--- src/verilog/mips_pkg.sv ---
package mips_pkg;

    localparam int nb_data    = 32;  // data and instruction width
    localparam int nb_reg     = 5;   // register address width
    localparam int n_register = 32;
    localparam int n_mem_dump = 16;  // data words sent back after a run

    // primary opcode, instr[31:26]
    typedef enum logic [5:0] {
        op_rtype = 6'h00,
        op_addi  = 6'h08,
        op_lw    = 6'h23,
        op_sw    = 6'h2b,
        op_halt  = 6'h3f
    } opcode_t;

    // function field of r-type, instr[5:0]
    typedef enum logic [5:0] {
        fn_addu = 6'h21,
        fn_subu = 6'h23,
        fn_and  = 6'h24,
        fn_or   = 6'h25
    } funct_t;

    // end of program marker, opcode only
    localparam logic [nb_data-1:0] halt_word = {op_halt, 26'd0};

    typedef enum logic [1:0] {
        st_idle,
        st_receive_instruction,
        st_run,
        st_send_data
    } debug_state_t;

endpackage

--- src/verilog/debug_unit.sv ---
module debug_unit #(
    parameter int nb_addr = 7
) (
    input  logic                         clock,
    input  logic                         reset,
    input  logic [7:0]                   rx_data,
    input  logic                         rx_valid,
    input  logic                         tx_busy,
    input  logic                         halted,
    input  logic [nb_addr-1:0]           pc,
    input  logic [mips_pkg::nb_data-1:0] reg_data,
    input  logic [mips_pkg::nb_data-1:0] mem_data,
    output logic [7:0]                   tx_data,
    output logic                         tx_start,
    output logic                         imem_we,
    output logic [nb_addr-1:0]           imem_waddr,
    output logic [mips_pkg::nb_data-1:0] imem_wdata,
    output logic                         run_enable,
    output logic [mips_pkg::nb_reg-1:0]  reg_addr,
    output logic [nb_addr-1:0]           mem_addr,
    output logic                         state_idle,
    output logic                         state_receive_instruction,
    output logic                         state_run,
    output logic                         state_tx_data_to_computer
);
    // pc, then the register file, then the first data words
    localparam int n_dump_words = 1 + mips_pkg::n_register + mips_pkg::n_mem_dump;
    localparam int wc_w = $clog2(n_dump_words);
    localparam logic [wc_w-1:0] last_word      = wc_w'(n_dump_words - 1);
    localparam logic [wc_w-1:0] first_mem_word = wc_w'(1 + mips_pkg::n_register);

    mips_pkg::debug_state_t       state;
    logic [1:0]                   rx_count;   // bytes of the current word so far
    logic [mips_pkg::nb_data-1:0] word_buf;
    logic [mips_pkg::nb_data-1:0] rx_word;
    logic [wc_w-1:0]              word_count;
    logic [1:0]                   byte_count;
    logic                         last_sent;
    logic [wc_w-1:0]              reg_index;
    logic [wc_w-1:0]              mem_index;
    logic [mips_pkg::nb_data-1:0] send_word;
    logic                         tx_ready;

    assign rx_word   = {rx_data, word_buf[mips_pkg::nb_data-1:8]};  // lsb first on the line
    assign reg_index = word_count - 1'b1;
    assign mem_index = word_count - first_mem_word;
    assign reg_addr  = reg_index[mips_pkg::nb_reg-1:0];
    assign mem_addr  = nb_addr'(mem_index);
    assign tx_ready  = !tx_busy && !tx_start;  // busy lags the start strobe by a cycle

    always_comb begin
        if (word_count == '0) send_word = mips_pkg::nb_data'(pc);
        else if (word_count < first_mem_word) send_word = reg_data;
        else send_word = mem_data;
    end

    always_ff @(posedge clock) begin
        if (reset) begin
            state      <= mips_pkg::st_idle;
            rx_count   <= '0;
            imem_waddr <= '0;
            imem_we    <= 1'b0;
            tx_start   <= 1'b0;
            word_count <= '0;
            byte_count <= '0;
            last_sent  <= 1'b0;
        end else begin
            imem_we  <= 1'b0;
            tx_start <= 1'b0;
            case (state)
                mips_pkg::st_idle: begin
                    imem_waddr <= '0;
                    if (rx_valid) begin
                        rx_count <= 2'd1;
                        state    <= mips_pkg::st_receive_instruction;
                    end
                end
                mips_pkg::st_receive_instruction: begin
                    if (rx_valid) begin
                        rx_count <= rx_count + 1'b1;
                        if (rx_count == 2'd3) imem_we <= 1'b1;
                    end
                    if (imem_we) begin
                        imem_waddr <= imem_waddr + 1'b1;
                        if (imem_wdata == mips_pkg::halt_word) state <= mips_pkg::st_run;
                    end
                end
                mips_pkg::st_run: begin
                    if (halted) begin
                        word_count <= '0;
                        byte_count <= '0;
                        last_sent  <= 1'b0;
                        state      <= mips_pkg::st_send_data;
                    end
                end
                default: begin
                    if (last_sent) begin
                        if (tx_ready) state <= mips_pkg::st_idle;  // last frame done
                    end else if (tx_ready) begin
                        tx_start <= 1'b1;
                        // pc goes out as a single byte
                        if (word_count == '0 || byte_count == 2'd3) begin
                            byte_count <= '0;
                            word_count <= word_count + 1'b1;
                            if (word_count == last_word) last_sent <= 1'b1;
                        end else begin
                            byte_count <= byte_count + 1'b1;
                        end
                    end
                end
            endcase
        end
    end

    always_ff @(posedge clock) begin
        if (rx_valid) word_buf <= rx_word;
        if (state == mips_pkg::st_receive_instruction && rx_valid && rx_count == 2'd3) begin
            imem_wdata <= rx_word;
        end
        if (state == mips_pkg::st_send_data && !last_sent && tx_ready) begin
            tx_data <= send_word[8*byte_count +: 8];
        end
    end

    assign run_enable                = (state == mips_pkg::st_run);
    assign state_idle                = (state == mips_pkg::st_idle);
    assign state_receive_instruction = (state == mips_pkg::st_receive_instruction);
    assign state_run                 = (state == mips_pkg::st_run);
    assign state_tx_data_to_computer = (state == mips_pkg::st_send_data);

endmodule

--- config.mk ---
export PLATFORM = sky130hd
export DESIGN_NAME = debug_unit
export DESIGN_NICKNAME = d
export VERILOG_FILES = /design/src/verilog/mips_pkg.sv /design/src/verilog/debug_unit.sv
export SDC_FILE = /design/constraint.sdc
export NUM_CORES = 1
export LEC_CHECK = 0
export BUFFER_PORTS_ARGS = -buffer_cell sky130_fd_sc_hd__buf_2
export CORE_MARGIN = 3
export CORE_UTILIZATION = 35
export DETAILED_ROUTE_END_ITERATION = 16
export GPL_ROUTABILITY_DRIVEN = 0
export SYNTH_ARGS = -nofsm -noshare
export SYNTH_HDL_FRONTEND = slang
export SYNTH_SLANG_ARGS = --single-unit
--- constraint.sdc ---
create_clock -name clock -period 6.55 [get_ports clock]
set_input_delay 1.31 -clock clock [delete_from_list [all_inputs] [get_ports clock]]
set_output_delay 1.31 -clock clock [all_outputs]
set_load 0.05 [all_outputs]
==> results of run 1 <==
cell families after synthesis:
logic type / synth area share (%)
other cells: 0.0919
buf+inv: 3.95
mux: 9.71
flops: 57.9
compound gates: 9.99
fa+ha+maj: 3.06
simple gates: 13.0
xor+xnor: 2.36
Yosys cell counts (all sizes together), types with 5 or more instances:
cell type  number
nand2b          5
edfxtp         64
inv             7
nor3            5
a221o           6
nor4            5
buf            15
o21ai          11
a311oi          7
dfxtp          22
mux2i          19
clkbuf          8
mux4            8
nand3           6
nand2          33
nor2           21
xor2            8
a21oi          12
ha             10
placed cells by master, fill, tap and decap left out, drive strengths merged, types with 7 or more instances in the layout:
cell type / instances
a21oi: 12
nand2: 33
inv: 11
ha: 10
a311oi: 7
edfxtp: 64
dfxtp: 22
mux4: 8
xor2: 8
nor2: 21
mux2i: 19
clkbuf: 9
buf: 151
o21ai: 11
critical path, delay by kind of cell, from the launching register on:
kind,cells,cell delay [ns]
buf+inv,2,0.40
flops,1,0.36
fa+ha+maj,1,0.24
simple gates,2,0.98
cell type report:
cell class | count | area, um^2 | area share, %
well taps | 140 | 175 | 3.37
inverters | 7 | 26.3 | 0.506
multi-input cells | 207 | 1570 | 30.2
repair buffers | 151 | 763 | 14.7
flip-flops and latches | 86 | 2360 | 45.5
clock buffers | 9 | 225 | 4.34
clock inverters | 7 | 73.8 | 1.42
per-layer routing:
layer	part of all wire [%]	routed length, um
met1	41	4030
met2	49	4820
met3	9.0	881
met4	0.87	85
met5	0	0
state kept, by name, indices dropped and copies added, names as in the netlist:
register    cells
state           2
byte_count      2
imem_waddr      7
tx_start        1
last_sent       1
imem_wdata     32
imem_we         1
word_count      6
rx_count        2
tx_data         8
word_buf       24
worst paths after layout:
path / start / slack (ns) / end / cells past startpoint
worst max-delay path: word_count[0] / 2.92 / reg_addr[4] / 5
worst min-delay path: word_buf[10] / 0.41 / imem_wdata[2] / 0
worst min register to register: word_buf[10] / 0.41 / imem_wdata[2] / 0
worst max register to register: word_count[0] / 3.63 / tx_data[2] / 7
per-stage QoR:
stage | worst slack [ns] | util (%) | hold slack (ns) | cells | total power, uW
after CTS | 2.90 | 46.7 | 0.414 | 607 | 1640
after global routing | 2.74 | 46.7 | 0.419 | 607 | 1700
final | 2.92 | 46.7 | 0.415 | 607 | 1620
after floorplan | 2.84 | - | 0.400 | 323 | 1040
after global placement | 3.37 | 44.0 | 0.405 | 591 | 1130
after detailed placement | 3.27 | 44.0 | 0.405 | 591 | 1130
where the power goes:
part / switching [uW] / internal [uW] / total, uW
Sequential: 35.3 / 618 / 654
Combinational: 304 / 161 / 465
Clock: 229 / 270 / 498
==> flow_summary.ini, run 1 <==
[die]
die_area_mm2 = 0.0130
core_mm2 = 0.0111
fp.dieW_um = 114
die_height_um = 114
io_pins = 150
initial_utilization_pct = 36.7
rows = 38

[finish]
final_nets = 556
drive_gt1_share_pct = 38.3
fillers = 1052
area_growth_pct = 27.2
postLayoutCellArea_mm2 = 0.00519
diodes = 0

[clock_tree]
path_clk_slew_ns = 0.07
post_cts_buffers = 0
htree_levels = 3
ctsResizeCount = 0
hold_buffers = 0
numCtsBuffers = 9
clock_path_buffers = 2
clockRootBuffer = clkbuf_16
cts_tree = yes
clkLatencyLatePin_ns = 0.33
cts_sinks = 86

[global_routing]
top_usage_layer = met2
grt_max_degree = 34
grt_pass1_vias = 3059
met3_usage_pct = 4.99
grt_use_total_pct = 14.8
antenna_found_initial = 0
grt_overflow = 0
grt_pass1_wl_um = 15200
met1_usage_pct = 18.2
met2_usage_pct = 25.0

[timing]
rsz0062_at_grt = false
fin_tns_setup_ns = 0
setup_viol = 0
drv_slew = 0
worstMarginPinSlew_ns = 1.20
period_minus_slack_ns = 3.63
worst_slew_margin_rel_pct = 20.0
fmaxAchievable_mhz = 276
finalCritPeriodShare_pct = 55.4
skew_ns = 0.00864
final_hold_viol_count = 0

[setup_path]
worstPathRequired_ns = 5.24
critPathMaxStageDelay_ns = 0.78
start_kind = flip-flop
cp_slowest_cell = or4b_1
worst-setup-path-type = flip-flop to primary output
end_kind = primary output
worstPathArrival_ns = 2.32
crit_chain = inv_1, ha_1, or4b_1, nand2_1, buf_2
path_max_fanout = 16

[yosys]
yosysSeqAreaShare_pct = 57.9
syn_area_mm2 = 0.00408
synth_top_area_cell = edfxtp_1
synth_async_sr_flop_share_pct = 0
ys.flop_type = edfxtp_1
synth_edf_count = 64
synth_top_area_share_pct = 47.1
yosysWarnings = 0
ys_ff_latch = 86
synth_fp_nets = 417
avgSynthCellArea_um2 = 12.6
syn_inst = 323
yosys-top-cells-area = edfxtp_1 (47%), dfxtp_1 (11%), mux2i_1 (4.7%)
synth_cell_type_count = 56

[drt]
vias = 3101
wl_per_cell_um = 16.2
drtIter0Drc = 250
viasPerCell = 5.11
ant_nets = 0
dr.pass1.iters = 4
drcViolationCount = 0
drt_wl_total_um = 9810

[min_path]
hold_path_class = flip-flop to flip-flop

[pwr]
power.density_mw_per_mm2 = 311
ir_drop_uv = 184
leakagePower_uw = 0.00218

[placed_design]
numPortBuffers = 148
placed_cell_area_mm2 = 0.00489
dp_hpwl_um = 7270

[job]
max-cap-violations = 0

[run_status]
outcome = completed
(Power assumes the default switching activity.)
==> inputs of run 2 (changes only) <==
Clock period 6.55 ns to 2.9 ns, I/O delays scaled along.
==> flow_summary.ini, run 2 (synthesis results as in run 1) <==
[global_routing]
grt_pass1_vias = 3152
antenna_found_initial = 0
grt_pass1_wl_um = 15700
grt_max_degree = 34
grt_overflow = 0
grt_use_total_pct = 15.4

[timing]
finalCritPeriodShare_pct = 94.2
setup_viol = 0
fin_tns_setup_ns = 0
worst_slew_margin_rel_pct = 54.9
rsz0062_at_grt = false
fmaxAchievable_mhz = 366
worstMarginPinSlew_ns = 0.675
period_minus_slack_ns = 2.73
final_hold_viol_count = 0
drv_slew = 0
skew_ns = 0.00774

[finish]
top_register = imem_wdata
final_nets = 561
top_regs = imem_wdata: 32 flops, word_buf: 24 flops, tx_data: 8 flops
layout_commonest_cell = buf_2
largest_reg_flops = 32
drive_gt1_share_pct = 39.2
area_growth_pct = 28.2
postLayoutCellArea_mm2 = 0.00524
final_cell_mix = buf_2 (148), edfxtp_1 (64), nand2_1 (31), dfxtp_1 (22), nor2_1 (21)
instances_no_fill = 612
diodes = 0

[placed_design]
place_inst = 596
placed_cell_area_mm2 = 0.00495
numPortBuffers = 148
dp_hpwl_um = 7570

[setup_path]
r2r_start = word_count[0]
critPathMaxStageDelay_ns = 0.50
crit_chain = clkinvlp_4, ha_1, or4b_1, buf_4, nand2_1, buf_2
worstPathArrival_ns = 2.15
end_kind = primary output
setup.worst_path.end = reg_addr[4]
path_max_fanout = 15
r2r_cells = 7
rr_endpoint = tx_data[2]
crit_start = word_count[0]
worstPathRequired_ns = 2.32
rrSetupSlack_ns = 0.37
start_kind = flip-flop
cp_slowest_cell = or4b_1
worst-setup-path-type = flip-flop to primary output

[die]
initial_utilization_pct = 36.7
die_height_um = 114
die_area_mm2 = 0.0130
fp.dieW_um = 114
io_pins = 150
rows = 38
core_mm2 = 0.0111

[clock_tree]
numCtsBuffers = 9
hold_buffers = 0
path_clk_slew_ns = 0.07
cts_sinks = 86
htree_levels = 3
clockRootBuffer = clkbuf_16
cts_tree = yes
post_cts_buffers = 0
clkLatencyLatePin_ns = 0.34
clock_path_buffers = 2
ctsResizeCount = 0

[pwr]
ir_drop_uv = 375
power.density_mw_per_mm2 = 702
leakagePower_uw = 0.00220

[min_path]
worstHoldStart = word_buf[13]
hold_path_class = flip-flop to flip-flop

[drt]
wl_per_cell_um = 16.4
dr.pass1.iters = 4
ant_nets = 0
drtIter0Drc = 168
drt_wl_total_um = 10000
vias = 3150
viasPerCell = 5.15
drcViolationCount = 0

[job]
max-cap-violations = 0

[run_status]
outcome = completed
-- run 2: worst max-delay path, delay by kind of cell, from the launching register on --
kind	cells	cell delay (ns)
buf+inv	3	0.60
simple gates	2	0.60
flops	1	0.37
fa+ha+maj	1	0.24
-- run 2: metrics by stage --
stage / util [%] / hold WS [ns] / total power (uW) / worst slack, ns
after global routing: 47.1 / 0.412 / 3860 / 0.0620
after CTS: 47.1 / 0.412 / 3720 / 0.157
after global placement: 44.5 / 0.402 / 2580 / 0.457
after floorplan: - / 0.400 / 2350 / 0.0832
after detailed placement: 44.5 / 0.406 / 2600 / 0.363
final: 47.1 / 0.422 / 3680 / 0.169
-- run 2: how the worst min path moves through the flow --
stage | cells past startpoint | to | slack [ns]
after floorplan | 0 | imem_wdata[0] | 0.40
after global placement | 0 | imem_wdata[1] | 0.40
after detailed placement | 0 | imem_wdata[1] | 0.41
after CTS | 1 | word_buf[31] | 0.41
after global routing | 1 | imem_wdata[28] | 0.41
final | 0 | imem_wdata[5] | 0.42
-- run 2: area by class of cell --
class / count / area [um^2]
clock inverters: 7 / 63.8
multi-input cells: 207 / 1570
repair buffers: 156 / 813
inverters: 7 / 30.0
clock buffers: 9 / 225
fillers: 1034 / 5890
well taps: 140 / 175
flip-flops and latches: 86 / 2360
-- run 2: per-layer routing --
metal | wire length, um | up-vias | share of wire [%] | track usage (%)
met5 | 0 | - | 0 | 0
met4 | 138 | 0 | 1.4 | 5.70
met3 | 919 | 13 | 9.2 | 4.77
met2 | 4900 | 140 | 49 | 25.3
met1 | 4060 | 1479 | 40 | 19.1
li1 | - | 1518 | - | -
-- run 2: report_power, final --
part | switching, uW | internal [uW]
combinational | 742 | 389
sequential | 40.3 | 1400
clock | 508 | 600
total | 1290 | 2380
