<file path="config.mk">
export PLATFORM = sky130hd
export DESIGN_NAME = uart_tx
export DESIGN_NICKNAME = d
export VERILOG_FILES = /design/src/verilog/uart_tx.sv
export SDC_FILE = /design/constraint.sdc
export NUM_CORES = 1
export LEC_CHECK = 0
export BUFFER_PORTS_ARGS = -buffer_cell sky130_fd_sc_hd__clkbuf_2
export CELL_PAD_IN_SITES_DETAIL_PLACEMENT = 1
export CELL_PAD_IN_SITES_GLOBAL_PLACEMENT = 2
export CORE_AREA = 3 3 64 66
export DETAILED_ROUTE_END_ITERATION = 7
export DIE_AREA = 0 0 67 69
export GPL_TIMING_DRIVEN = 0
export PLACE_DENSITY_LB_ADDON = 0.08
export SLEW_MARGIN = 25
export SYNTH_ARGS = -nofsm -noshare
export SYNTH_HDL_FRONTEND = slang
export SYNTH_SLANG_ARGS = --single-unit
export TNS_END_PERCENT = 5
</file>
<file path="constraint.sdc">
create_clock -name clock -period 2 [get_ports clock]
set_input_delay 0.3 -clock clock [delete_from_list [all_inputs] [get_ports clock]]
set_output_delay 0.3 -clock clock [all_outputs]
set_load 0.05 [all_outputs]
</file>
<file path="src/verilog/uart_tx.sv">
module uart_tx #(
    parameter int clks_per_bit = 868
) (
    input  logic       clock,
    input  logic       reset,
    input  logic [7:0] tx_data,
    input  logic       tx_start,
    output logic       tx,
    output logic       tx_busy
);
    localparam int cnt_w = $clog2(clks_per_bit) + 1;
    localparam logic [cnt_w-1:0] full_count = cnt_w'(clks_per_bit - 1);

    logic [9:0]       shift;      // stop, data, start
    logic [cnt_w-1:0] clk_count;
    logic [3:0]       bit_count;

    always_ff @(posedge clock) begin
        if (reset) begin
            tx_busy   <= 1'b0;
            clk_count <= '0;
            bit_count <= '0;
        end else if (!tx_busy) begin
            clk_count <= '0;
            bit_count <= '0;
            if (tx_start) tx_busy <= 1'b1;
        end else if (clk_count == full_count) begin
            clk_count <= '0;
            bit_count <= bit_count + 1'b1;
            if (bit_count == 4'd9) tx_busy <= 1'b0;  // end of stop bit
        end else begin
            clk_count <= clk_count + 1'b1;
        end
    end

    always_ff @(posedge clock) begin
        if (!tx_busy && tx_start) begin
            shift <= {1'b1, tx_data, 1'b0};
        end else if (tx_busy && clk_count == full_count) begin
            shift <= {1'b1, shift[9:1]};
        end
    end

    // line idles high between frames
    assign tx = tx_busy ? shift[0] : 1'b1;

endmodule
</file>
==> results.md, run 1 <==
* Status: complete, no violations
* Max-slew violations at 0
* DIE WIDTH at around 67 µm
* Die H at 69 µm
* Worst EP arrival at 2.06 ns
* Minimum clock period at approximately 1.9 ns
* CP peak stage delay at a little over 0.5 ns
* Initial Util at 32.7%
* Most common cell after layout, fill and taps aside: dfxtp_1
* Unrepaired setup endpoints after global routing: false
* CTS max path bufs at 2
* Layout fillers at between 400 and 500
* Register area share after synthesis at 48.9%
* Rows at 22
* I/O Pins at 13
* WL per Instance at 13.5 µm
* First DRT Iteration DRCs at 38
* Min-Delay Path Class: input pin to flop
* R2R cell count at 5
* Total Power at 0.918 mW
* Rel. slew slack at about two thirds
* Layout cell share with drive strength beyond 1 at 31.6%
* # setup viols final at 0
* # diodes at 0
* Worst-path clk slew at approximately 0.09 ns
* Synth Instances at about 110
* Number of global-route vias before repair at between 900 and 1000
* Post-synth EDFFs at 8
* Initial antenna violation count at 0
* CP endpoint kind: flop
* Seq cells post-synth at 25
* Final worst path period share at a little over nine tenths
* P&R area growth vs syn at 19.3%
* TritonCTS Buffers at 3
* Worst-margin pin slew at 0.481 ns
* H-tree levels at 1
* Syn nets at 125
* Required time worst endpoint at roughly 2.2 ns
* Area of the core at 3630 µm²
* Static Leak at 0.499 nW
* Hold Path Stages at 2
* Num Clock Sinks at 25
* Max cap viols at 0
* Hold Violations, Final at 0
* Most frequent cells in the layout: dfxtp_1 (15), clkbuf_2 (12), edfxtp_1 (8)
* Reg2Reg Capture Point: shift[0]
* Largest net degree at the start of global routing at 14
* CTS tree: done
* IO Port Bufs at 12
* Routed vias at just over 900
* Critical path class: flop to flop
* Slowest cell on the critical path: or4b_4
* CP cell instances: ha_4, or4b_4, nor4_4, buf_4, mux2_4
* R2R Path Start: clk_count[0]
* DRT Pass-1 Iters at 4
* # DRC at 0
* DP HPWL at about 1.8 mm
* Grt ovf at 0
* Vias per inst at 5.01
* Post-place setup slack at -0.278 ns
* Top Family by Delay on Critical Path: simple AND/OR/NAND/NOR gates
* Final wirelength at 2.45 mm
* Layout Nets at 148
* Worst Min Path Start: reset
* PnR worst setup slack at around 0.11 ns
* Clk_skew at around 0.0043 ns
* Hold Path End: tx_busy
* Synth cell types at 35
* Clock root buffer: clkbuf_8
* Post-synth top flop: dfxtp_1
* CP max FO at 6
* WP buf/inv at 1
* Routed Antenna Nets at 0
* GRT Util Overall at about an eighth
* RePlAce Congestion at 0.666
* Post-Synthesis Cell Area at 1190 µm²
* Yosys warning count at 0
* First-pass GRT wire length at 4.39 mm
* Post-layout util at 39.0%
* Reg-to-reg slack, setup at 0.11 ns
* Clk_lat worst skew at 0.27 ns
* Fmax at about 0.53 GHz
* Startpoint types: flop
* Power Dens Cells at 648 nW/µm²
* Die area at 4620 µm²
* VDD IR max at between 0.0002 and 0.00025 V
* Fraction of registers with async set/reset at 0%
* Syn_area_per_cell at 10.7 µm²
-- routing by layer --
metal | global-route usage [%] | vias up | routed length, µm
met5 | 0 | - | 0
met4 | 3.38 | 0 | 25
met3 | 2.44 | 3 | 75
met2 | 16.9 | 12 | 1110
met1 | 17.9 | 437 | 1240
li1 | - | 455 | -
-- report_power, final --
group,total (mW),switching [mW],internal (mW)
clock network,0.313,0.170,0.143
logic,0.0624,0.0343,0.0281
registers,0.543,0.00768,0.536
total,0.918,0.212,0.707
-- cells by family after synthesis --
family                     share of synthesized area, %
AOI/OAI and AO/OA                                  15.4
xor gates and xnor gates                           2.21
adders and majority gates                          3.16
buffers and inverters                              5.48
DFF                                                48.9
muxes                                              2.95
and+or+nand+nor                                    21.9
-- Yosys cell counts, types with 3 or more instances --
master     n  area (µm²)
nor2_1     6        22.5
o21ai_0    3        15.0
or4_1      4        30.0
o31ai_1    5        37.5
edfxtp_1   8         240
or3_1      3        18.8
nand2b_1   3        18.8
dfxtp_1   17         340
inv_1      6        22.5
nand3_1    5        25.0
a22o_2     7        70.1
a21oi_1    7        35.0
nor4_1     3        18.8
ha_1       3        37.5
nand2_1    5        18.8
buf_6      3        33.8
-- per-stage QoR --
stage | setup TNS (ns) | cells | hold slack, ns | area (µm²)
3_5_place_dp | -2.62 | 171 | 0.459 | 1330
3_3_place_gp | -2.19 | 171 | 0.447 | 1330
6_report | 0 | 181 | 0.197 | 1420
5_1_grt | 0 | 181 | 0.203 | 1420
2_1_floorplan | -0.391 | 111 | 0.379 | 1200
4_1_cts | 0 | 177 | 0.192 | 1390
-- area by class of cell --
| class | count | area [µm²] | area share, % |
|---|---|---|---|
| Sequential cell | 25 | 588 | 41.5 |
| Multi-Input combinational cell | 75 | 557 | 39.3 |
| Timing Repair Buffer | 19 | 113 | 7.95 |
| Tap cell | 48 | 60.1 | 4.24 |
| Clock buffer | 4 | 45.0 | 3.18 |
| Buffer | 4 | 31.3 | 2.21 |
| Inverter | 6 | 22.5 | 1.59 |
-- registers in the layout (all words and copies together) (netlist names) --
register / flops
bit_count: 4
clk_count: 11
shift: 9
tx_busy: 1
-- how the worst max path moves through the flow --
stage | startpoint | to | cells past startpoint
final | clk_count[0] | shift[0] | 5
after global routing | clk_count[0] | shift[0] | 5
after CTS | clk_count[0] | shift[0] | 6
after detailed placement | clk_count[0] | shift[3] | 5
after global placement | clk_count[0] | shift[4] | 5
after floorplan | clk_count[0] | shift[1] | 5
-- timing repair --
item	in CTS	in global routing
endpoints found under the setup margin	16	1
gates resized for setup	0	2
buffers inserted	2	5
pin swaps	1	2
hold buffers	0	0
(Power assumes the default switching activity.)
==> inputs of run 2 (changes only) <==
--- a/config.mk
+++ b/config.mk
@@ -8,9 +8,9 @@
 export BUFFER_PORTS_ARGS = -buffer_cell sky130_fd_sc_hd__clkbuf_2
 export CELL_PAD_IN_SITES_DETAIL_PLACEMENT = 1
 export CELL_PAD_IN_SITES_GLOBAL_PLACEMENT = 2
-export CORE_AREA = 3 3 64 66
+export CORE_AREA = 3 3 61 63
 export DETAILED_ROUTE_END_ITERATION = 7
-export DIE_AREA = 0 0 67 69
+export DIE_AREA = 0 0 64 66
 export GPL_TIMING_DRIVEN = 0
 export PLACE_DENSITY_LB_ADDON = 0.08
 export SLEW_MARGIN = 25
==> constraint.sdc (replaced) <==
create_clock -name clock -period 1.75 [get_ports clock]
set_input_delay 0.2625 -clock clock [delete_from_list [all_inputs] [get_ports clock]]
set_output_delay 0.2625 -clock clock [all_outputs]
set_load 0.05 [all_outputs]
==> results.md, run 2 (synthesis results as in run 1) <==
* Post-place setup slack at -0.531 ns
* DIE WIDTH at 64 µm
* Die H at 66 µm
* Grt ovf at 0
* Initial antenna violation count at 0
* Static Leak at 0.511 nW
* Most common cell after layout, fill and taps aside: dfxtp_1
* VDD IR max at 0.000243 V
* GRT Util Overall at 13.6%
* Startpoint types: flop
* Routed vias at 927
* I/O Pins at 13
* Max FFs per register at 11
* Top Usage Layer GRT: met2
* Number of global-route vias before repair at 967
* WL per Instance at between 10 and 15 µm
* Rows at 21
* P_sw at 0.238 mW
* Worst-path clk slew at about 0.15 ns
* Fin cells at between 150 and 200
* Clock root buffer: clkbuf_4
* DP HPWL at 1.67 mm
* # diodes at 0
* Worst-margin pin slew at 0.551 ns
* Met2 usage at 24.0%
* Hold Violations, Final at 0
* Status: complete, but fails checks
* Clk_skew at roughly 0.0065 ns
* DRT Pass-1 Iters at 2
* Fin Setup TNS at -0.277 ns
* Largest Register: clk_count
* Die area at 4220 µm²
* First-pass GRT wire length at roughly 4.5 mm
* Sw frac at 24.3%
* Combinational share of power at roughly 8.5%
* Routed Antenna Nets at 0
* Rel. slew slack at 63.2%
* Sequential cell area at 586 µm²
* CTS tree: done
* Area of the core at 3280 µm²
* Max cap viols at 0
* CP peak stage delay at about 0.53 ns
* Dpl cells at 169
* Layout Nets at 148
* TritonCTS Buffers at 3
* Critical path class: flop to flop
* Max-slew violations at 0
* Vias per inst at 5.18
* CTS max path bufs at 2
* Final worst path period share at 103%
* Most frequent cells in the layout: dfxtp_1 (15), clkbuf_2 (12), edfxtp_1 (8)
* Clk_lat worst skew at 0.32 ns
* Unrepaired setup endpoints after global routing: true
* Power Dens Cells at 672 nW/µm²
* # setup viols final at 12
* Failing checks: setup timing
* Worst EP arrival at 2.04 ns
* Required time worst endpoint at 1.98 ns
* Num Clock Sinks at 25
* PnR worst setup slack at -0.0571 ns
* Fmax at roughly 0.55 GHz
* Routing usage on met3 at around 2.7%
* P&R area growth vs syn at 22.7%
* Initial Util at between 30% and 40%
* Min-Delay Path Class: input pin to flop
* Layout fillers at 374
* Met1 Usage GRT at 16.8%
* Flop pwr share at 63.6%
* Pint at approximately 0.74 mW
* Minimum clock period at 1.81 ns
* Largest net degree at the start of global routing at 16
* CP max FO at 5
* Slowest cell on the critical path: or4b_4
* Layout cell share with drive strength beyond 1 at 35.3%
* H-tree levels at 1
* IO Port Bufs at 12
* Area of the multi-input gates at 622 µm²
* First DRT Iteration DRCs at 20
* Final wirelength at 2.55 mm
* Hold Buf Count CTS at 0
* CP endpoint kind: flop
* RePlAce Congestion at 0.706
* Clock power frac at 27.9%
* Top flop regs: clk_count x11, shift x9, bit_count x4
* # DRC at 0
* CP cell instances: ha_4, or4b_4, nor4_4, buf_4, mux2_4
[run 2: cell types whose count changed in the layout (fill, tap and decap cells not counted), moves of 2 or more]
cell,change
a22o_2,-4
a22o_4,+4
clkbuf_4,+3
clkbuf_8,-3
nor4_1,-2
nor4_2,+2
[run 2: worst paths after layout]
path / from / endpoint / slack [ns] / cells past startpoint
worst max-delay path: clk_count[0] / shift[0] / -0.06 / 5
worst min-delay path: reset / tx_busy / 0.10 / 2
worst max register to register: clk_count[0] / shift[0] / -0.06 / 5
worst min register to register: bit_count[3] / bit_count[3] / 0.49 / 2
[run 2: final cells by class]
cell class | instances | share of cell area (%)
Buffer | 4 | 2.32
Clock buffer | 3 | 1.55
Clock inverter | 1 | 0.515
Inverter | 6 | 1.55
Multi-Input combinational cell | 76 | 42.7
Sequential cell | 25 | 40.2
Tap cell | 46 | 3.95
Timing Repair Buffer | 18 | 7.22
[run 2: timing repair]
item                       CTS  global route
setup buffers                6             0
pin swaps                    2             1
gates cloned                 1             0
hold endpoints to repair     0             0
gates resized for setup      3             7
setup endpoints to repair   30            29
[run 2: routing by layer]
layer / vias up / routed length [µm] / part of all wire, %
met5: - / 0 / 0
met4: 0 / 14 / 0.55
met3: 2 / 57 / 2.2
met2: 7 / 1230 / 48
met1: 456 / 1240 / 49
li1: 462 / - / -
[run 2: stage by stage]
stage	cell area (µm²)	power (mW)	hold WS (ns)	utilization, %
5_1_grt	1460	1.04	0.0971	44.3
6_report	1460	0.979	0.103	44.3
3_5_place_dp	1320	0.708	0.452	40.3
4_1_cts	1410	0.987	0.0937	42.9
2_1_floorplan	1200	0.684	0.342	-
3_3_place_gp	1320	0.707	0.446	40.3
[run 2: power groups by stage]
stage               Combinational (mW)  Clock, mW  Sequential (mW)
floorplan                       0.0440          0            0.640
global placement                0.0709          0            0.636
detailed placement              0.0721          0            0.636
CTS                             0.0771      0.288            0.622
global route                    0.0930      0.318            0.625
finish                          0.0830      0.273            0.623
[run 2: critical path, delay by kind of cell, from the launching register on]
family	cells	cell delay [ns]
flip-flops	1	0.39
AND/OR/NAND/NOR	2	0.73
buffers and inverters	1	0.17
multiplexers	1	0.28
adder cells (fa/ha/maj)	1	0.14
==> inputs of run 3 (changes only) <==
--- a/config.mk
+++ b/config.mk
@@ -5,12 +5,13 @@
 export SDC_FILE = /design/constraint.sdc
 export NUM_CORES = 1
 export LEC_CHECK = 0
-export BUFFER_PORTS_ARGS = -buffer_cell sky130_fd_sc_hd__clkbuf_2
 export CELL_PAD_IN_SITES_DETAIL_PLACEMENT = 1
 export CELL_PAD_IN_SITES_GLOBAL_PLACEMENT = 2
-export CORE_AREA = 3 3 61 63
+export CORE_AREA = 3 3 58 60
+export CTS_BUF_LIST = sky130_fd_sc_hd__clkbuf_4 sky130_fd_sc_hd__clkbuf_8
 export DETAILED_ROUTE_END_ITERATION = 7
-export DIE_AREA = 0 0 64 66
+export DIE_AREA = 0 0 61 63
+export DONT_BUFFER_PORTS = 1
 export GPL_TIMING_DRIVEN = 0
 export PLACE_DENSITY_LB_ADDON = 0.08
 export SLEW_MARGIN = 25
==> results.md, run 3 (synthesis results as in run 1) <==
* Sw frac at 23.5%
* Post-layout util at 46.8%
* Routed Antenna Nets at 0
* WP buf/inv at 1
* Max FFs per register at 11
* I/O Pins at 13
* Layout fillers at 320
* Clock root buffer: clkbuf_4
* Layout Nets at 138
* CP cell instances: ha_4, or4b_4, nor4_4, buf_4, mux2_4
* # setup viols final at 4
* DP HPWL at 1.63 mm
* Routed vias at 864
* Clk_lat worst skew at 0.32 ns
* VDD IR max at 0.000249 V
* Startpoint types: flop
* Largest Register: clk_count
* P_sw at 0.224 mW
* Die area at ~3800 µm²
* Required time worst endpoint at 1.98 ns
* Rel. slew slack at 65.1%
* Fin cells at 156
* Worst-margin pin slew at 0.523 ns
* Initial antenna violation count at 0
* GRT Util Overall at 13.5%
* Max Used Layer: met4
* IO Port Bufs at 0
* R2R cell count at 5
* Reg-to-reg slack, setup at -0.05 ns
* Grt ovf at 0
* Pint at ~0.73 mW
* Min-Delay Path Class: input pin to flop
* CP max FO at 7
* Worst EP arrival at around 2.0 ns
* Vias per inst at roughly 5.5
* Final wirelength at 2.33 mm
* Met3 wire len at 62 µm
* Most frequent cells in the layout: dfxtp_1 (14), buf_4 (8), edfxtp_1 (8)
* CTS tree: done
* Hold Path End: tx_busy
* First DRT Iteration DRCs at 28
* # diodes at 0
* Failing checks: setup timing
* Largest net degree at the start of global routing at 15
* Die H at 63 µm
* Flop pwr share at 65.9%
* Met1 wire length at between 1 and 1.5 mm
* Final worst path period share at 103%
* CP endpoint kind: flop
* Minimum clock period at 1.80 ns
* Max-slew violations at 0
* Area of the core at between 2000 and 3000 µm²
* Top flop regs: clk_count x11, shift x9, bit_count x4
* Fin Setup TNS at -0.0715 ns
* Hold Path Stages at 2
* WL per Instance at 14.9 µm
* Static Leak at 0.488 nW
* First-pass GRT wire length at 4.01 mm
* Status: complete, but fails checks
* Reg2Reg Capture Point: shift[0]
* Combinational share of power at about 6.4%
* Critical path class: flop to flop
* RePlAce Congestion at 0.748
* Most common cell after layout, fill and taps aside: dfxtp_1
* CP peak stage delay at 0.52 ns
* Slowest cell on the critical path: or4b_4
* Final hold slack at ~0.10 ns
* Initial Util at 39.9%
* Layout cell share with drive strength beyond 1 at 29.3%
* Dpl cells at 144
* Top Family by Delay on Critical Path: simple AND/OR/NAND/NOR gates
* Worst Min Path Start: tx_start
* Max cap viols at 0
* Unrepaired setup endpoints after global routing: true
* Clk_skew at 0.00196 ns
* # DRC at 0
* Metal2 WL at about 1.1 mm
* DIE WIDTH at 61 µm
* H-tree levels at 1
* Number of global-route vias before repair at roughly 910
* Fmax at 0.556 GHz
* Rows at 20
* CTS max path bufs at 2
* Power Dens Cells at 685 nW/µm²
* Hold Violations, Final at 0
* Clock power frac at 27.6%
* Worst-path clk slew at 0.14 ns
* R2R Path Start: clk_count[0]
* P&R area growth vs syn at 17.3%
* TritonCTS Buffers at 3
* PnR worst setup slack at -0.0486 ns
* Num Clock Sinks at 25
* DRT Pass-1 Iters at 4
## run 3: cell types whose count changed in the layout (fill, tap and decap cells not counted), sizes merged
cell / before / now
or4b: 2 / 1
clkbuf: 16 / 4
dlygate4sd3: 0 / 1
clkinvlp: 1 / 0
buf: 9 / 11
clkinv: 0 / 1
## run 3: worst max path at each step
stage	startpoint	to	slack, ns	cells after the start
6_report	clk_count[0]	shift[0]	-0.05	5
4_1_cts	clk_count[0]	shift[0]	-0.04	5
2_1_floorplan	clk_count[0]	shift[1]	-0.30	5
3_5_place_dp	clk_count[0]	shift[3]	-0.51	5
5_1_grt	clk_count[0]	shift[0]	-0.12	5
3_3_place_gp	clk_count[0]	shift[8]	-0.50	5
## run 3: worst register-to-register path: cells and delay by family (launching register included)
kind / cells / cell delay [ns]
and+or+nand+nor: 2 / 0.72
DFF: 1 / 0.39
muxes: 1 / 0.29
buffers and inverters: 1 / 0.18
adders and majority gates: 1 / 0.13
## run 3: stage by stage
| stage | worst slack, ns | area [µm²] | power [mW] |
|---|---|---|---|
| 6_report | -0.0486 | 1390 | 0.954 |
| 5_1_grt | -0.119 | 1390 | 0.999 |
| 4_1_cts | -0.0415 | 1350 | 0.961 |
| 3_5_place_dp | -0.513 | 1250 | 0.695 |
| 3_3_place_gp | -0.496 | 1250 | 0.692 |
| 2_1_floorplan | -0.299 | 1200 | 0.684 |
## run 3: layout make-up
class	instances	area [µm²]	share of cell area, %
well taps	33	41.3	2.96
plain buffers	4	33.8	2.43
inverters	6	22.5	1.62
flip-flops and latches	25	587	42.1
multi-input cells	75	607	43.6
clock inverters	1	5.00	0.359
clock buffers	3	22.5	1.62
repair buffers	9	73.8	5.30
## run 3: power groups by stage
stage               Sequential [mW]  Clock, mW  Combinational (mW)
floorplan                     0.640          0              0.0440
global placement              0.642          0              0.0507
detailed placement            0.642          0              0.0525
CTS                           0.629      0.274              0.0586
global route                  0.632      0.298              0.0684
finish                        0.629      0.264              0.0614
## run 3: metal layers
metal  track usage, %  vias up
li1                 -      437
met1             16.9      412
met2             22.5       10
met3             3.10        5
met4             4.07        0
met5                0        -
## run 3: timing repair
item / CTS / global route
resized for setup: 4 / 7
endpoints found under the setup margin: 30 / 29
pin swaps: 2 / 1
setup buffers: 8 / 0
endpoints found under the hold margin: 1 / 0
hold buffers: 1 / 0
