===== config.mk =====
export PLATFORM = sky130hd
export DESIGN_NAME = uart_rx
export DESIGN_NICKNAME = d
export VERILOG_FILES = /design/src/verilog/uart_rx.sv
export SDC_FILE = /design/constraint.sdc
export NUM_CORES = 1
export LEC_CHECK = 0
export ABC_AREA = 1
export BUFFER_PORTS_ARGS = -buffer_cell sky130_fd_sc_hd__buf_4
export CORE_MARGIN = 2
export CORE_UTILIZATION = 55
export DETAILED_ROUTE_END_ITERATION = 8
export HOLD_SLACK_MARGIN = 0.08
export PLACE_DENSITY = 0.75
export SLEW_MARGIN = 20
export SYNTH_ARGS = -nofsm -noshare
export SYNTH_HDL_FRONTEND = slang
export SYNTH_SLANG_ARGS = --single-unit

===== constraint.sdc =====
create_clock -name clock -period 1.8 [get_ports clock]
set_input_delay 0 -clock clock [delete_from_list [all_inputs] [get_ports clock]]
set_output_delay 0 -clock clock [all_outputs]
set_load 0.02 [all_outputs]

===== src/verilog/uart_rx.sv =====
module uart_rx #(
    parameter int clks_per_bit = 868
) (
    input  logic       clock,
    input  logic       reset,
    input  logic       rx,
    output logic [7:0] rx_data,
    output logic       rx_valid
);
    localparam int cnt_w = $clog2(clks_per_bit) + 1;
    localparam logic [cnt_w-1:0] full_count = cnt_w'(clks_per_bit - 1);
    localparam logic [cnt_w-1:0] half_count = cnt_w'(clks_per_bit / 2 - 1);

    typedef enum logic [1:0] {rx_idle, rx_start, rx_bits, rx_stop} rx_state_t;

    rx_state_t        state;
    logic             rx_meta;
    logic             rx_sync;
    logic [cnt_w-1:0] clk_count;
    logic [2:0]       bit_index;
    logic [7:0]       shift;

    // two flops against metastability, idle level is high
    always_ff @(posedge clock) begin
        if (reset) begin
            rx_meta <= 1'b1;
            rx_sync <= 1'b1;
        end else begin
            rx_meta <= rx;
            rx_sync <= rx_meta;
        end
    end

    always_ff @(posedge clock) begin
        if (reset) begin
            state     <= rx_idle;
            clk_count <= '0;
            bit_index <= '0;
            rx_valid  <= 1'b0;
        end else begin
            rx_valid <= 1'b0;
            case (state)
                rx_idle: begin
                    clk_count <= '0;
                    bit_index <= '0;
                    if (!rx_sync) state <= rx_start;  // falling start edge
                end
                rx_start: begin
                    if (clk_count == half_count) begin
                        clk_count <= '0;
                        state     <= rx_sync ? rx_idle : rx_bits;  // glitch if high again
                    end else begin
                        clk_count <= clk_count + 1'b1;
                    end
                end
                rx_bits: begin
                    if (clk_count == full_count) begin
                        clk_count <= '0;
                        bit_index <= bit_index + 1'b1;
                        if (bit_index == 3'd7) state <= rx_stop;
                    end else begin
                        clk_count <= clk_count + 1'b1;
                    end
                end
                default: begin
                    if (clk_count == full_count) begin
                        rx_valid <= rx_sync;  // drop frames without a stop bit
                        state    <= rx_idle;
                    end else begin
                        clk_count <= clk_count + 1'b1;
                    end
                end
            endcase
        end
    end

    // lsb arrives first, so shift in from the top
    always_ff @(posedge clock) begin
        if (state == rx_bits && clk_count == full_count) shift <= {rx_sync, shift[7:1]};
    end

    assign rx_data = shift;

endmodule


==> results by group, run 1 <==
Min path
  • Hold WC Path Type: in -> reg

Placement
  • # port buffers: 11
  • Dpl hpwl: 1.92 mm
  • GPL Wtd Cong: 0.880
  • Dpl cells: 195

Synthesis
  • Area share of the largest cell type after synthesis: 27.9%
  • Async set-reset flop share out of synthesis: 0%
  • Top_reg_cell synth: dfxtp_1
  • Cell variety after synth: 28
  • Seq cells post-synth: 27
  • Ys Warns: 0
  • Synthesized area: around 0.0014 mm2
  • Seq/Total Area, Yosys: 45.6%
  • Synth Instances: 153
  • Area contributors post-synth: dfxtp_1 (28%), edfxtp_1 (18%), nand2_1 (7.4%)
  • Mapped Avg Cell Area: 8.90 um2
  • Syn_nets: between 150 and 200
  • Yosys top cell by area: dfxtp_1
  • EDFF count, synth: 8

Run
  • Max-Cap Viols: 0

Route
  • Drt initial violations: 20
  • # DRC: 0
  • Avg WL per Cell: about 12 um
  • ANT nets after route: 0
  • Final WL: 2.48 mm
  • DR vias/cell: 5.14
  • Drt pass-1 iters: 4
  • Via count: approximately 1000

Power
  • Switching part of the total power: 30.7%
  • Sequential power share: 55.1%
  • P per Cell Area: 770 mW/mm2
  • Gate power share: 23.0%
  • Switching power total: about 370 uW
  • Int Power: 826 uW
  • Worst vdd ir: 0.507 mV
  • Static Leak: 0.636 nW
  • Clock Power Share: 21.9%

Final layout
  • Layout area overhead: 13.8%
  • Diode count: 0
  • Final std cells w/o fill: 202
  • Fill count: 199
  • Final nets: 184
  • Layout cells sized above 1: a little over a quarter

Worst setup path
  • Critical path arrival: 1.63 ns
  • Crit path capture type: register
  • Crit Path Category: reg -> reg
  • Worst r2r path cells: 6
  • CP startpoint kind: register
  • Crit path to: rx_data[7]
  • Worst reg2reg setup slack: 0.22 ns
  • RR Endpoint: rx_data[7]
  • CP max FO: 11
  • Reg-to-Reg Start: clk_count[1]
  • Critical Path RT: 1.85 ns
  • Crit path launch: clk_count[1]

STA
  • Final min period: 1.58 ns
  • Final critical-path share of the clock period: ~88%
  • Total negative slack: 0 ns
  • Slew HR: 79.8%
  • Fin. Hold Viols: 0
  • Final Setup Violations: 0
  • Slew Viols, Final: 0
  • RSZ-0062 raised after global routing: no
  • Fin Clk Skew: 0.00764 ns
  • Measured slew at the worst slew-check pin: 0.301 ns
  • Fmax: 632 MHz

Clocking
  • H-Tree Depth: 1
  • CTS tree: built
  • Worst-Skew Late Latency: 0.33 ns
  • Sink Count: 27
  • CTS Buf Count: 3
  • Max clock buf depth: 2
  • CTS Root Cell: clkbuf_4
  • Setup Fix Bufs, Post-CTS: 0
  • CTS clk-pin slew, worst paths: 0.14 ns

Die
  • I/O pins: 12
  • Die Area: 0.00289 mm2
  • Die H: ~54 um
  • # rows: 18
  • Core area: 0.00241 mm2
  • Initial Utilization: between 50% and 60%
  • Chip width: ~54 um

Global route
  • Number of global-route vias before repair: 1009
  • All-Layer GR Usage: 20.7%
  • Global route total overflow: 0
  • Largest net degree at the start of global routing: 15
  • First-pass GRT wire length: ~4.3 mm
  • Initial antenna violation count: 0

Run status
  • Status: completed
-- timing repair --
action                                  in CTS  in global routing
hold buffers                                 3                  0
endpoints found under the setup margin       0                  1
endpoints found under the hold margin        7                  0
resized for setup                            0                  2
-- worst min-delay path by stage --
stage	slack, ns	endpoint	cells past startpoint	startpoint
final	0.43	state[1]	3	reset
after global routing	0.45	rx_sync	1	rx_meta
after CTS	0.41	bit_index[2]	3	reset
after detailed placement	0.19	rx_meta	2	rx
after global placement	0.19	rx_meta	2	rx
after floorplan	0.07	bit_index[1]	1	reset
-- power by group through the flow --
stage	logic (mW)	registers, mW	clock network, mW
6_report	0.274	0.658	0.261
3_3_place_gp	0.258	0.667	0
5_1_grt	0.308	0.660	0.283
4_1_cts	0.276	0.656	0.269
3_5_place_dp	0.270	0.669	0
2_1_floorplan	0.219	0.665	0
-- logic make-up (layout without fill, tap and decap cells) --
logic type	Yosys count	count (layout)	share of synthesized area [%]
buffers and inverters	21	40	5.79
and+or+nand+nor	73	73	30.2
xor gates and xnor gates	5	5	3.22
DFF	27	27	45.6
AOI/OAI and AO/OA	19	19	7.81
adders and majority gates	8	8	7.35
-- critical path: stages, from the launching register on --
cell and delay (ns):
dfxtp_1 0.40, ha_2 0.22, nand4_1 0.12, nor2_2 0.20, inv_1 0.08, nor2_2 0.08
buf_4 0.19
-- through the flow --
step | setup slack, ns | cell area, um2 | hold slack [ns] | power [mW] | utilization (%)
after floorplan | 0.219 | 1360 | 0.0691 | 0.885 | -
final | 0.218 | 1550 | 0.430 | 1.19 | 64.3
after detailed placement | 0.196 | 1490 | 0.191 | 0.939 | 61.8
after global routing | 0.0223 | 1550 | 0.453 | 1.25 | 64.3
after CTS | 0.169 | 1550 | 0.410 | 1.20 | 64.1
after global placement | 0.210 | 1490 | 0.187 | 0.926 | 61.8
-- flip-flops by register name, indices dropped and copies added, names as in the netlist --
name,count
state,2
bit_index,3
clk_count,11
rx_sync,1
rx_valid,1
rx_meta,1
rx_data,8
-- final cells by class --
class                   instances  area (um2)  area share (%)
repair buffers                 15         120            7.75
inverters                      21        78.8            5.09
clock buffers                   4        26.3            1.70
flip-flops and latches         27         622            40.1
well taps                      30        37.5            2.42
multi-input cells             105         664            42.9
-- metal layers --
layer  vias up  global-route usage (%)  routed length [um]
li1        533                       -                   -
met1       476                    26.0                1140
met2        22                    33.5                1190
met3         7                    3.33                  85
met4         0                    11.5                  71
met5         -                       0                   0
-- synth_stat cells, drive strengths merged, types with 2 or more instances --
library cell and instances:
or2 2, ha 8, nor2 26, dfxtp 19, nand2 32, nor3 2, nand4 3, o21ai 9
xor2 3, a21oi 7, inv 21, xnor2 2, edfxtp 8, nand3 7
-- cells in the final DEF, fill, tap and decap left out, types with 2 or more instances in the layout --
master and count:
a21oi_1 7, buf_4 12, clkbuf_4 3, dfxtp_1 18
dlygate4sd3_1 3, edfxtp_1 8, ha_1 7, inv_1 20
nand2_1 27, nand2_2 2, nand2_4 2, nand3_1 6
nand4_1 3, nor2_1 11, nor2_2 14, o21ai_0 7
or2_2 2, xnor2_1 2, xor2_1 3
Power figures use the tool's default switching activity.
==> inputs of run 2 (changes only) <==
--- a/config.mk
+++ b/config.mk
@@ -10,8 +10,10 @@
 export CORE_MARGIN = 2
 export CORE_UTILIZATION = 55
 export DETAILED_ROUTE_END_ITERATION = 8
+export GPL_ROUTABILITY_DRIVEN = 1
 export HOLD_SLACK_MARGIN = 0.08
 export PLACE_DENSITY = 0.75
+export SETUP_SLACK_MARGIN = 0.4
 export SLEW_MARGIN = 20
 export SYNTH_ARGS = -nofsm -noshare
 export SYNTH_HDL_FRONTEND = slang
==> run 2 against run 1 <==
Net effect: maximum frequency up 6.4%; flip-flop and latch count unchanged; clock power up 4%; final cell count is 3.5% higher; power up 9.9%; die area stayed put; critical path type unchanged; critical endpoint is now clk_count[5]; largest cell class unchanged; largest power group unchanged; highest routed layer unchanged.
==> results by group, run 2 (synthesis gave the netlist of run 1 again) <==
Run status
  • Status: completed

Power
  • Worst vdd ir: 0.570 mV
  • P per Cell Area: ~750 mW/mm2
  • Final total power: around 1.3 mW
  • Static Leak: 0.711 nW

Route
  • Drt pass-1 iters: 4
  • Final WL: ~2.7 mm
  • Drt initial violations: 11
  • # DRC: 0
  • Via count: 1094
  • Avg WL per Cell: 13.0 um
  • DR vias/cell: 5.23
  • ANT nets after route: 0

Worst setup path
  • Most used cell along the critical path: nand2_4
  • Crit path launch: clk_count[0]
  • Worst reg2reg setup slack: 0.31 ns
  • CP startpoint kind: register
  • CP Cell Sequence: ha_4 -> nand2_1 -> nor2_2 -> nand3_2 -> nand2_2 -> nand2_4 -> nor2_8 -> nand2_4 -> nand2_4 -> nor2_2
  • Critical path arrival: roughly 1.7 ns
  • CP max FO: 5
  • Reg-to-Reg Start: clk_count[0]
  • Worst path slowest cell: dfxtp_4
  • CP max stage delay: roughly 0.42 ns
  • Crit path capture type: register
  • Worst r2r path cells: 10
  • Critical Path RT: 2.04 ns
  • RR Endpoint: clk_count[5]
  • Crit path to: clk_count[5]
  • Crit Path Category: reg -> reg

Placement
  • GPL Wtd Cong: 0.868
  • # port buffers: 11
  • Dpl hpwl: 1.86 mm

Min path
  • Hold WC Path Type: in -> reg

Final layout
  • Reg area: ~640 um2
  • Max reg flops: 11
  • Most frequent cells in the layout: nand2_1 (27), inv_1 (17), buf_4 (16)
  • Layout cells sized above 1: approximately 43%
  • Commonest non-fill, non-tap cell in the layout: nand2_1
  • Fill count: 170
  • Diode count: 0
  • Largest Register: clk_count
  • Layout area overhead: 29.1%
  • Footprint of the multi-input gates: 796 um2
  • Final nets: ~190

STA
  • RSZ-0062 raised after global routing: yes
  • Slew Viols, Final: 0
  • Fmax: roughly 670 MHz
  • Fin. Hold Viols: 0
  • Slew HR: between 70 and 80%
  • Final critical-path share of the clock period: between 80% and 90%
  • Final min period: 1.49 ns
  • Fin Clk Skew: 0.00621 ns
  • Measured slew at the worst slew-check pin: 0.376 ns
  • Final Setup Violations: 0
  • Worst hold slack: 0.418 ns
  • Total negative slack: 0 ns

Global route
  • First-pass GRT wire length: around 4.1 mm
  • Initial antenna violation count: 0
  • Largest net degree at the start of global routing: 17
  • Global route total overflow: 0
  • All-Layer GR Usage: roughly a fifth
  • Number of global-route vias before repair: 945

Clocking
  • CTS Root Cell: clkbuf_4
  • Max clock buf depth: 2
  • CTS tree: built
  • Worst-Skew Late Latency: 0.33 ns
  • CTS clk-pin slew, worst paths: roughly 0.15 ns
  • H-Tree Depth: 1
  • CTS Buf Count: 3
  • Sink Count: 27

Die
  • Initial Utilization: 56.5%
  • Die H: 53.8 um
  • I/O pins: 12
  • Core area: 0.00241 mm2
  • Die Area: 0.00289 mm2
  • # rows: 18
  • Chip width: 53.8 um

Run
  • Max-Cap Viols: 0
## run 2: routing by layer
| layer | share of wire (%) | vias up | global-route usage (%) |
|---|---|---|---|
| met5 | 0 | - | 0 |
| met4 | 2.5 | 0 | 9.40 |
| met3 | 2.9 | 8 | 3.06 |
| met2 | 48 | 22 | 32.7 |
| met1 | 47 | 517 | 25.5 |
| li1 | - | 547 | - |
## run 2: final cells by class
class | instances | area share (%)
timing repair buffer | 21 | 9.82
sequential | 27 | 36.6
clock inverter | 1 | 0.427
multi-input combinational | 106 | 45.3
inverter | 21 | 4.48
clock buffer | 3 | 1.28
tap | 30 | 2.14
## run 2: metrics by stage
step | utilization [%] | cell area, um2 | worst slack [ns] | std cells
after floorplan | - | 1380 | 0.429 | 153
after global placement | 62.4 | 1500 | 0.290 | 194
after detailed placement | 62.4 | 1500 | 0.266 | 194
after CTS | 68.7 | 1660 | 0.346 | 209
after global routing | 72.9 | 1760 | 0.255 | 209
final | 72.9 | 1760 | 0.313 | 209
## run 2: where the power goes
group	leakage (nW)	total, mW	internal, mW	switching, mW
Sequential	0.232	0.670	0.642	0.0273
Clock	0.0139	0.272	0.0850	0.188
Combinational	0.465	0.368	0.150	0.218
## run 2: worst min-delay path by stage
stage	from	end	slack (ns)	cells after the start
2_1_floorplan	reset	bit_index[1]	0.07	1
5_1_grt	reset	state[1]	0.44	3
3_3_place_gp	rx	rx_meta	0.19	2
6_report	reset	state[1]	0.42	3
4_1_cts	reset	state[1]	0.40	3
3_5_place_dp	rx	rx_meta	0.19	2
## run 2: critical path, delay by kind of cell (launching register included)
family,cells,cell delay [ns]
DFF,1,0.42
adders and majority gates,1,0.15
and+or+nand+nor,9,0.82
## run 2: timing repair
item,in CTS,in global routing
endpoints found under the setup margin,24,24
hold endpoints to repair,7,0
hold buffers,3,0
gates resized for setup,10,29
cloned,1,0
setup buffers,7,0
pin swaps,13,9
==> inputs of run 3 (changes only) <==
--- a/config.mk
+++ b/config.mk
@@ -5,14 +5,14 @@
 export SDC_FILE = /design/constraint.sdc
 export NUM_CORES = 1
 export LEC_CHECK = 0
-export ABC_AREA = 1
+export ABC_AREA = 0
 export BUFFER_PORTS_ARGS = -buffer_cell sky130_fd_sc_hd__buf_4
 export CORE_MARGIN = 2
-export CORE_UTILIZATION = 55
+export CORE_UTILIZATION = 51
 export DETAILED_ROUTE_END_ITERATION = 8
 export GPL_ROUTABILITY_DRIVEN = 1
 export HOLD_SLACK_MARGIN = 0.08
-export PLACE_DENSITY = 0.75
+export PLACE_DENSITY = 0.73
 export SETUP_SLACK_MARGIN = 0.4
 export SLEW_MARGIN = 20
 export SYNTH_ARGS = -nofsm -noshare
==> constraint.sdc (replaced) <==
create_clock -name clock -period 1.3 [get_ports clock]
set_input_delay 0 -clock clock [delete_from_list [all_inputs] [get_ports clock]]
set_output_delay 0 -clock clock [all_outputs]
set_load 0.02 [all_outputs]
==> run 3 against run 2 <==
Net effect: the flow now finishes with violations (negative setup slack); sequential share of layout area is 4.5 points lower; final cell count fell by 3.8%; maximum frequency shrank 13%; clock skew is 0.0033 ns lower; via count is 2.3% higher; global-route usage up 4.4 points; critical path type unchanged.
==> results by group, run 3 <==
Clocking
  • Worst-Skew Late Latency: 0.32 ns
  • CTS Buf Count: 3
  • H-Tree Depth: 1
  • CTS Root Cell: clkbuf_4
  • Max clock buf depth: 2
  • Sink Count: 27
  • CTS clk-pin slew, worst paths: approximately 0.14 ns
  • CTS tree: built

Final layout
  • Layout cells sized above 1: 53.2%
  • Post-layout util: 80.4%
  • Fill count: 129
  • Largest Register: clk_count
  • Reg area: 628 um2
  • Footprint of the multi-input gates: 790 um2
  • Max reg flops: 11
  • Layout area overhead: 52.5%
  • Most frequent cells in the layout: buf_4 (30), buf_6 (18), dfxtp_1 (17)
  • Final std cells w/o fill: 201
  • Diode count: 0
  • Commonest non-fill, non-tap cell in the layout: buf_4
  • Final nets: between 150 and 200

Synthesis
  • Synth Instances: 117
  • Area share of the largest cell type after synthesis: just under 30%
  • Async set-reset flop share out of synthesis: 0%
  • Synthesized area: 0.00128 mm2
  • Mapped Avg Cell Area: 11.0 um2
  • Adder-cell area share of the yosys netlist: 7.80%
  • Syn_nets: 128
  • EDFF count, synth: 8
  • Cell variety after synth: 34
  • Synth cell count leaders: dfxtp_1 (19), nor2_1 (19), edfxtp_1 (8), ha_1 (8), nand2_1 (7)
  • Top_reg_cell synth: dfxtp_1
  • Seq/Total Area, Yosys: between 40% and 50%
  • Ys Warns: 0
  • Largest family of logic cells by synthesized area: simple AND/OR/NAND/NOR gates
  • Seq cells post-synth: 27
  • Post-synthesis xor/xnor area fraction: 5.46%
  • Post-synthesis mux area share: 0%
  • Simple-Gate Fraction of Synth Area: 24.1%
  • Yosys top cell by area: dfxtp_1
  • Compound-Gate Fraction of Synth Area: roughly an eighth
  • Area contributors post-synth: dfxtp_1 (30%), edfxtp_1 (19%), ha_1 (7.8%)

Run
  • Max-Cap Viols: 0

Worst setup path
  • CP max stage delay: 0.38 ns
  • Crit Path Category: reg -> reg
  • Crit path launch: clk_count[1]
  • Reg-to-Reg Start: clk_count[1]
  • CP max FO: 4
  • CP Cell Sequence: buf_6 -> inv_4 -> ha_4 -> and3_4 -> a31oi_4 -> o31ai_4 -> nor3_2 -> a31o_1
  • Critical path arrival: 1.94 ns
  • CP startpoint kind: register
  • Critical Path RT: 1.53 ns
  • Crit path capture type: register
  • Worst path slowest cell: dfxtp_4

Route
  • Via count: between 1000 and 1500
  • Drt initial violations: 26
  • # DRC: 0
  • ANT nets after route: 0
  • DR vias/cell: 5.57
  • Drt pass-1 iters: 4
  • Final WL: 3.57 mm
  • Avg WL per Cell: 17.7 um

STA
  • Worst Slack Setup Final: -0.401 ns
  • Measured slew at the worst slew-check pin: 0.349 ns
  • Slew HR: 76.7%
  • Final critical-path share of the clock period: 131%
  • Fin. Hold Viols: 0
  • Final min period: about 1.7 ns
  • Slew Viols, Final: 0
  • Total negative slack: -7.39 ns
  • Fmax: 588 MHz
  • RSZ-0062 raised after global routing: yes
  • Final Setup Violations: 25
  • Fin Clk Skew: slightly below 0.003 ns

Die
  • Die H: 54.1 um
  • Die Area: 0.00293 mm2
  • # rows: 18
  • Initial Utilization: between 50% and 60%
  • Core area: roughly 0.0024 mm2
  • Chip width: 54.1 um
  • I/O pins: 12

Placement
  • # port buffers: 11
  • GPL Wtd Cong: between 0.8 and 0.9
  • DP Worst Slack: -0.424 ns
  • Dpl cells: 188
  • Dpl hpwl: just over 2 mm

Min path
  • Hold WC Path Type: in -> reg
  • Worst hold start: reset

Power
  • P per Cell Area: 877 mW/mm2
  • Static Leak: 0.727 nW
  • Final total power: 1.72 mW
  • Worst vdd ir: roughly 0.85 mV

Global route
  • First-pass GRT wire length: 4.86 mm
  • All-Layer GR Usage: 24.3%
  • Largest net degree at the start of global routing: 16
  • Number of global-route vias before repair: 1063
  • Global route total overflow: 0
  • Initial antenna violation count: 0

Run status
  • Failing checks: negative setup slack
  • Status: finished, violations left
[run 3: cell count changes in the layout (fill, tap and decap cells not counted), moves of 3 or more]
cell	change
dfxtp_2	-6
nand2_1	-20
inv_2	-4
nand2_4	-3
o21ai_2	-4
ha_4	-3
nor2_4	-4
dfxtp_1	+8
a21oi_1	-5
buf_6	+16
a22oi_2	+3
buf_4	+14
inv_1	-12
o21ai_0	-4
[run 3: per-layer routing]
metal / global-route usage, % / wire [um] / vias up
met5: 0 / 0 / -
met2: 40.0 / 1840 / 32
met1: 30.2 / 1460 / 542
met3: 3.33 / 137 / 12
li1: - / - / 533
met4: 14.2 / 126 / 0
[run 3: through the flow]
| step | hold WS (ns) | cell area, um2 |
|---|---|---|
| 3_3_place_gp | 0.189 | 1660 |
| 4_1_cts | 0.0988 | 1830 |
| 5_1_grt | 0.120 | 1960 |
| 3_5_place_dp | 0.189 | 1660 |
| 6_report | 0.127 | 1960 |
| 2_1_floorplan | 0.0724 | 1320 |
[run 3: final timing paths]
kind	endpoint	slack, ns	cells past startpoint
hold reg to reg	rx_sync	0.45	1
hold / removal	state[1]	0.13	3
setup reg to reg	clk_count[0]	-0.40	8
setup / recovery	clk_count[0]	-0.40	8
[run 3: critical path, delay by kind of cell (launching register included)]
kind | cells | cell delay (ns)
AO/OA/AOI/OAI | 3 | 0.66
adder cells (fa/ha/maj) | 1 | 0.11
buffers and inverters | 2 | 0.18
flip-flops | 1 | 0.38
AND/OR/NAND/NOR | 2 | 0.28
[run 3: cell families after synthesis]
| logic type | after synthesis |
|---|---|
| DFF | 27 |
| xor gates and xnor gates | 8 |
| AOI/OAI and AO/OA | 15 |
| buffers and inverters | 6 |
| and+or+nand+nor | 53 |
| adders and majority gates | 8 |
[run 3: layout make-up]
type                    instances  share of cell area [%]
multi-input cells              84                    40.4
flip-flops and latches         27                    32.1
repair buffers                 50                    22.9
well taps                      30                    1.92
inverters                       6                    1.28
clock buffers                   3                    1.15
clock inverters                 1                   0.256
[run 3: power by group]
group | total (mW) | leakage [nW] | internal [mW] | switching [mW]
Sequential | 0.898 | 0.227 | 0.883 | 0.0148
Combinational | 0.455 | 0.483 | 0.200 | 0.254
Clock | 0.364 | 0.0177 | 0.116 | 0.248
[run 3: what timing repair did]
action | in CTS | in global routing
endpoints found under the hold margin | 6 | 0
setup endpoints to repair | 33 | 33
hold buffers | 2 | 0
resized for setup | 23 | 26
setup buffers | 4 | 3
pin swaps | 14 | 13
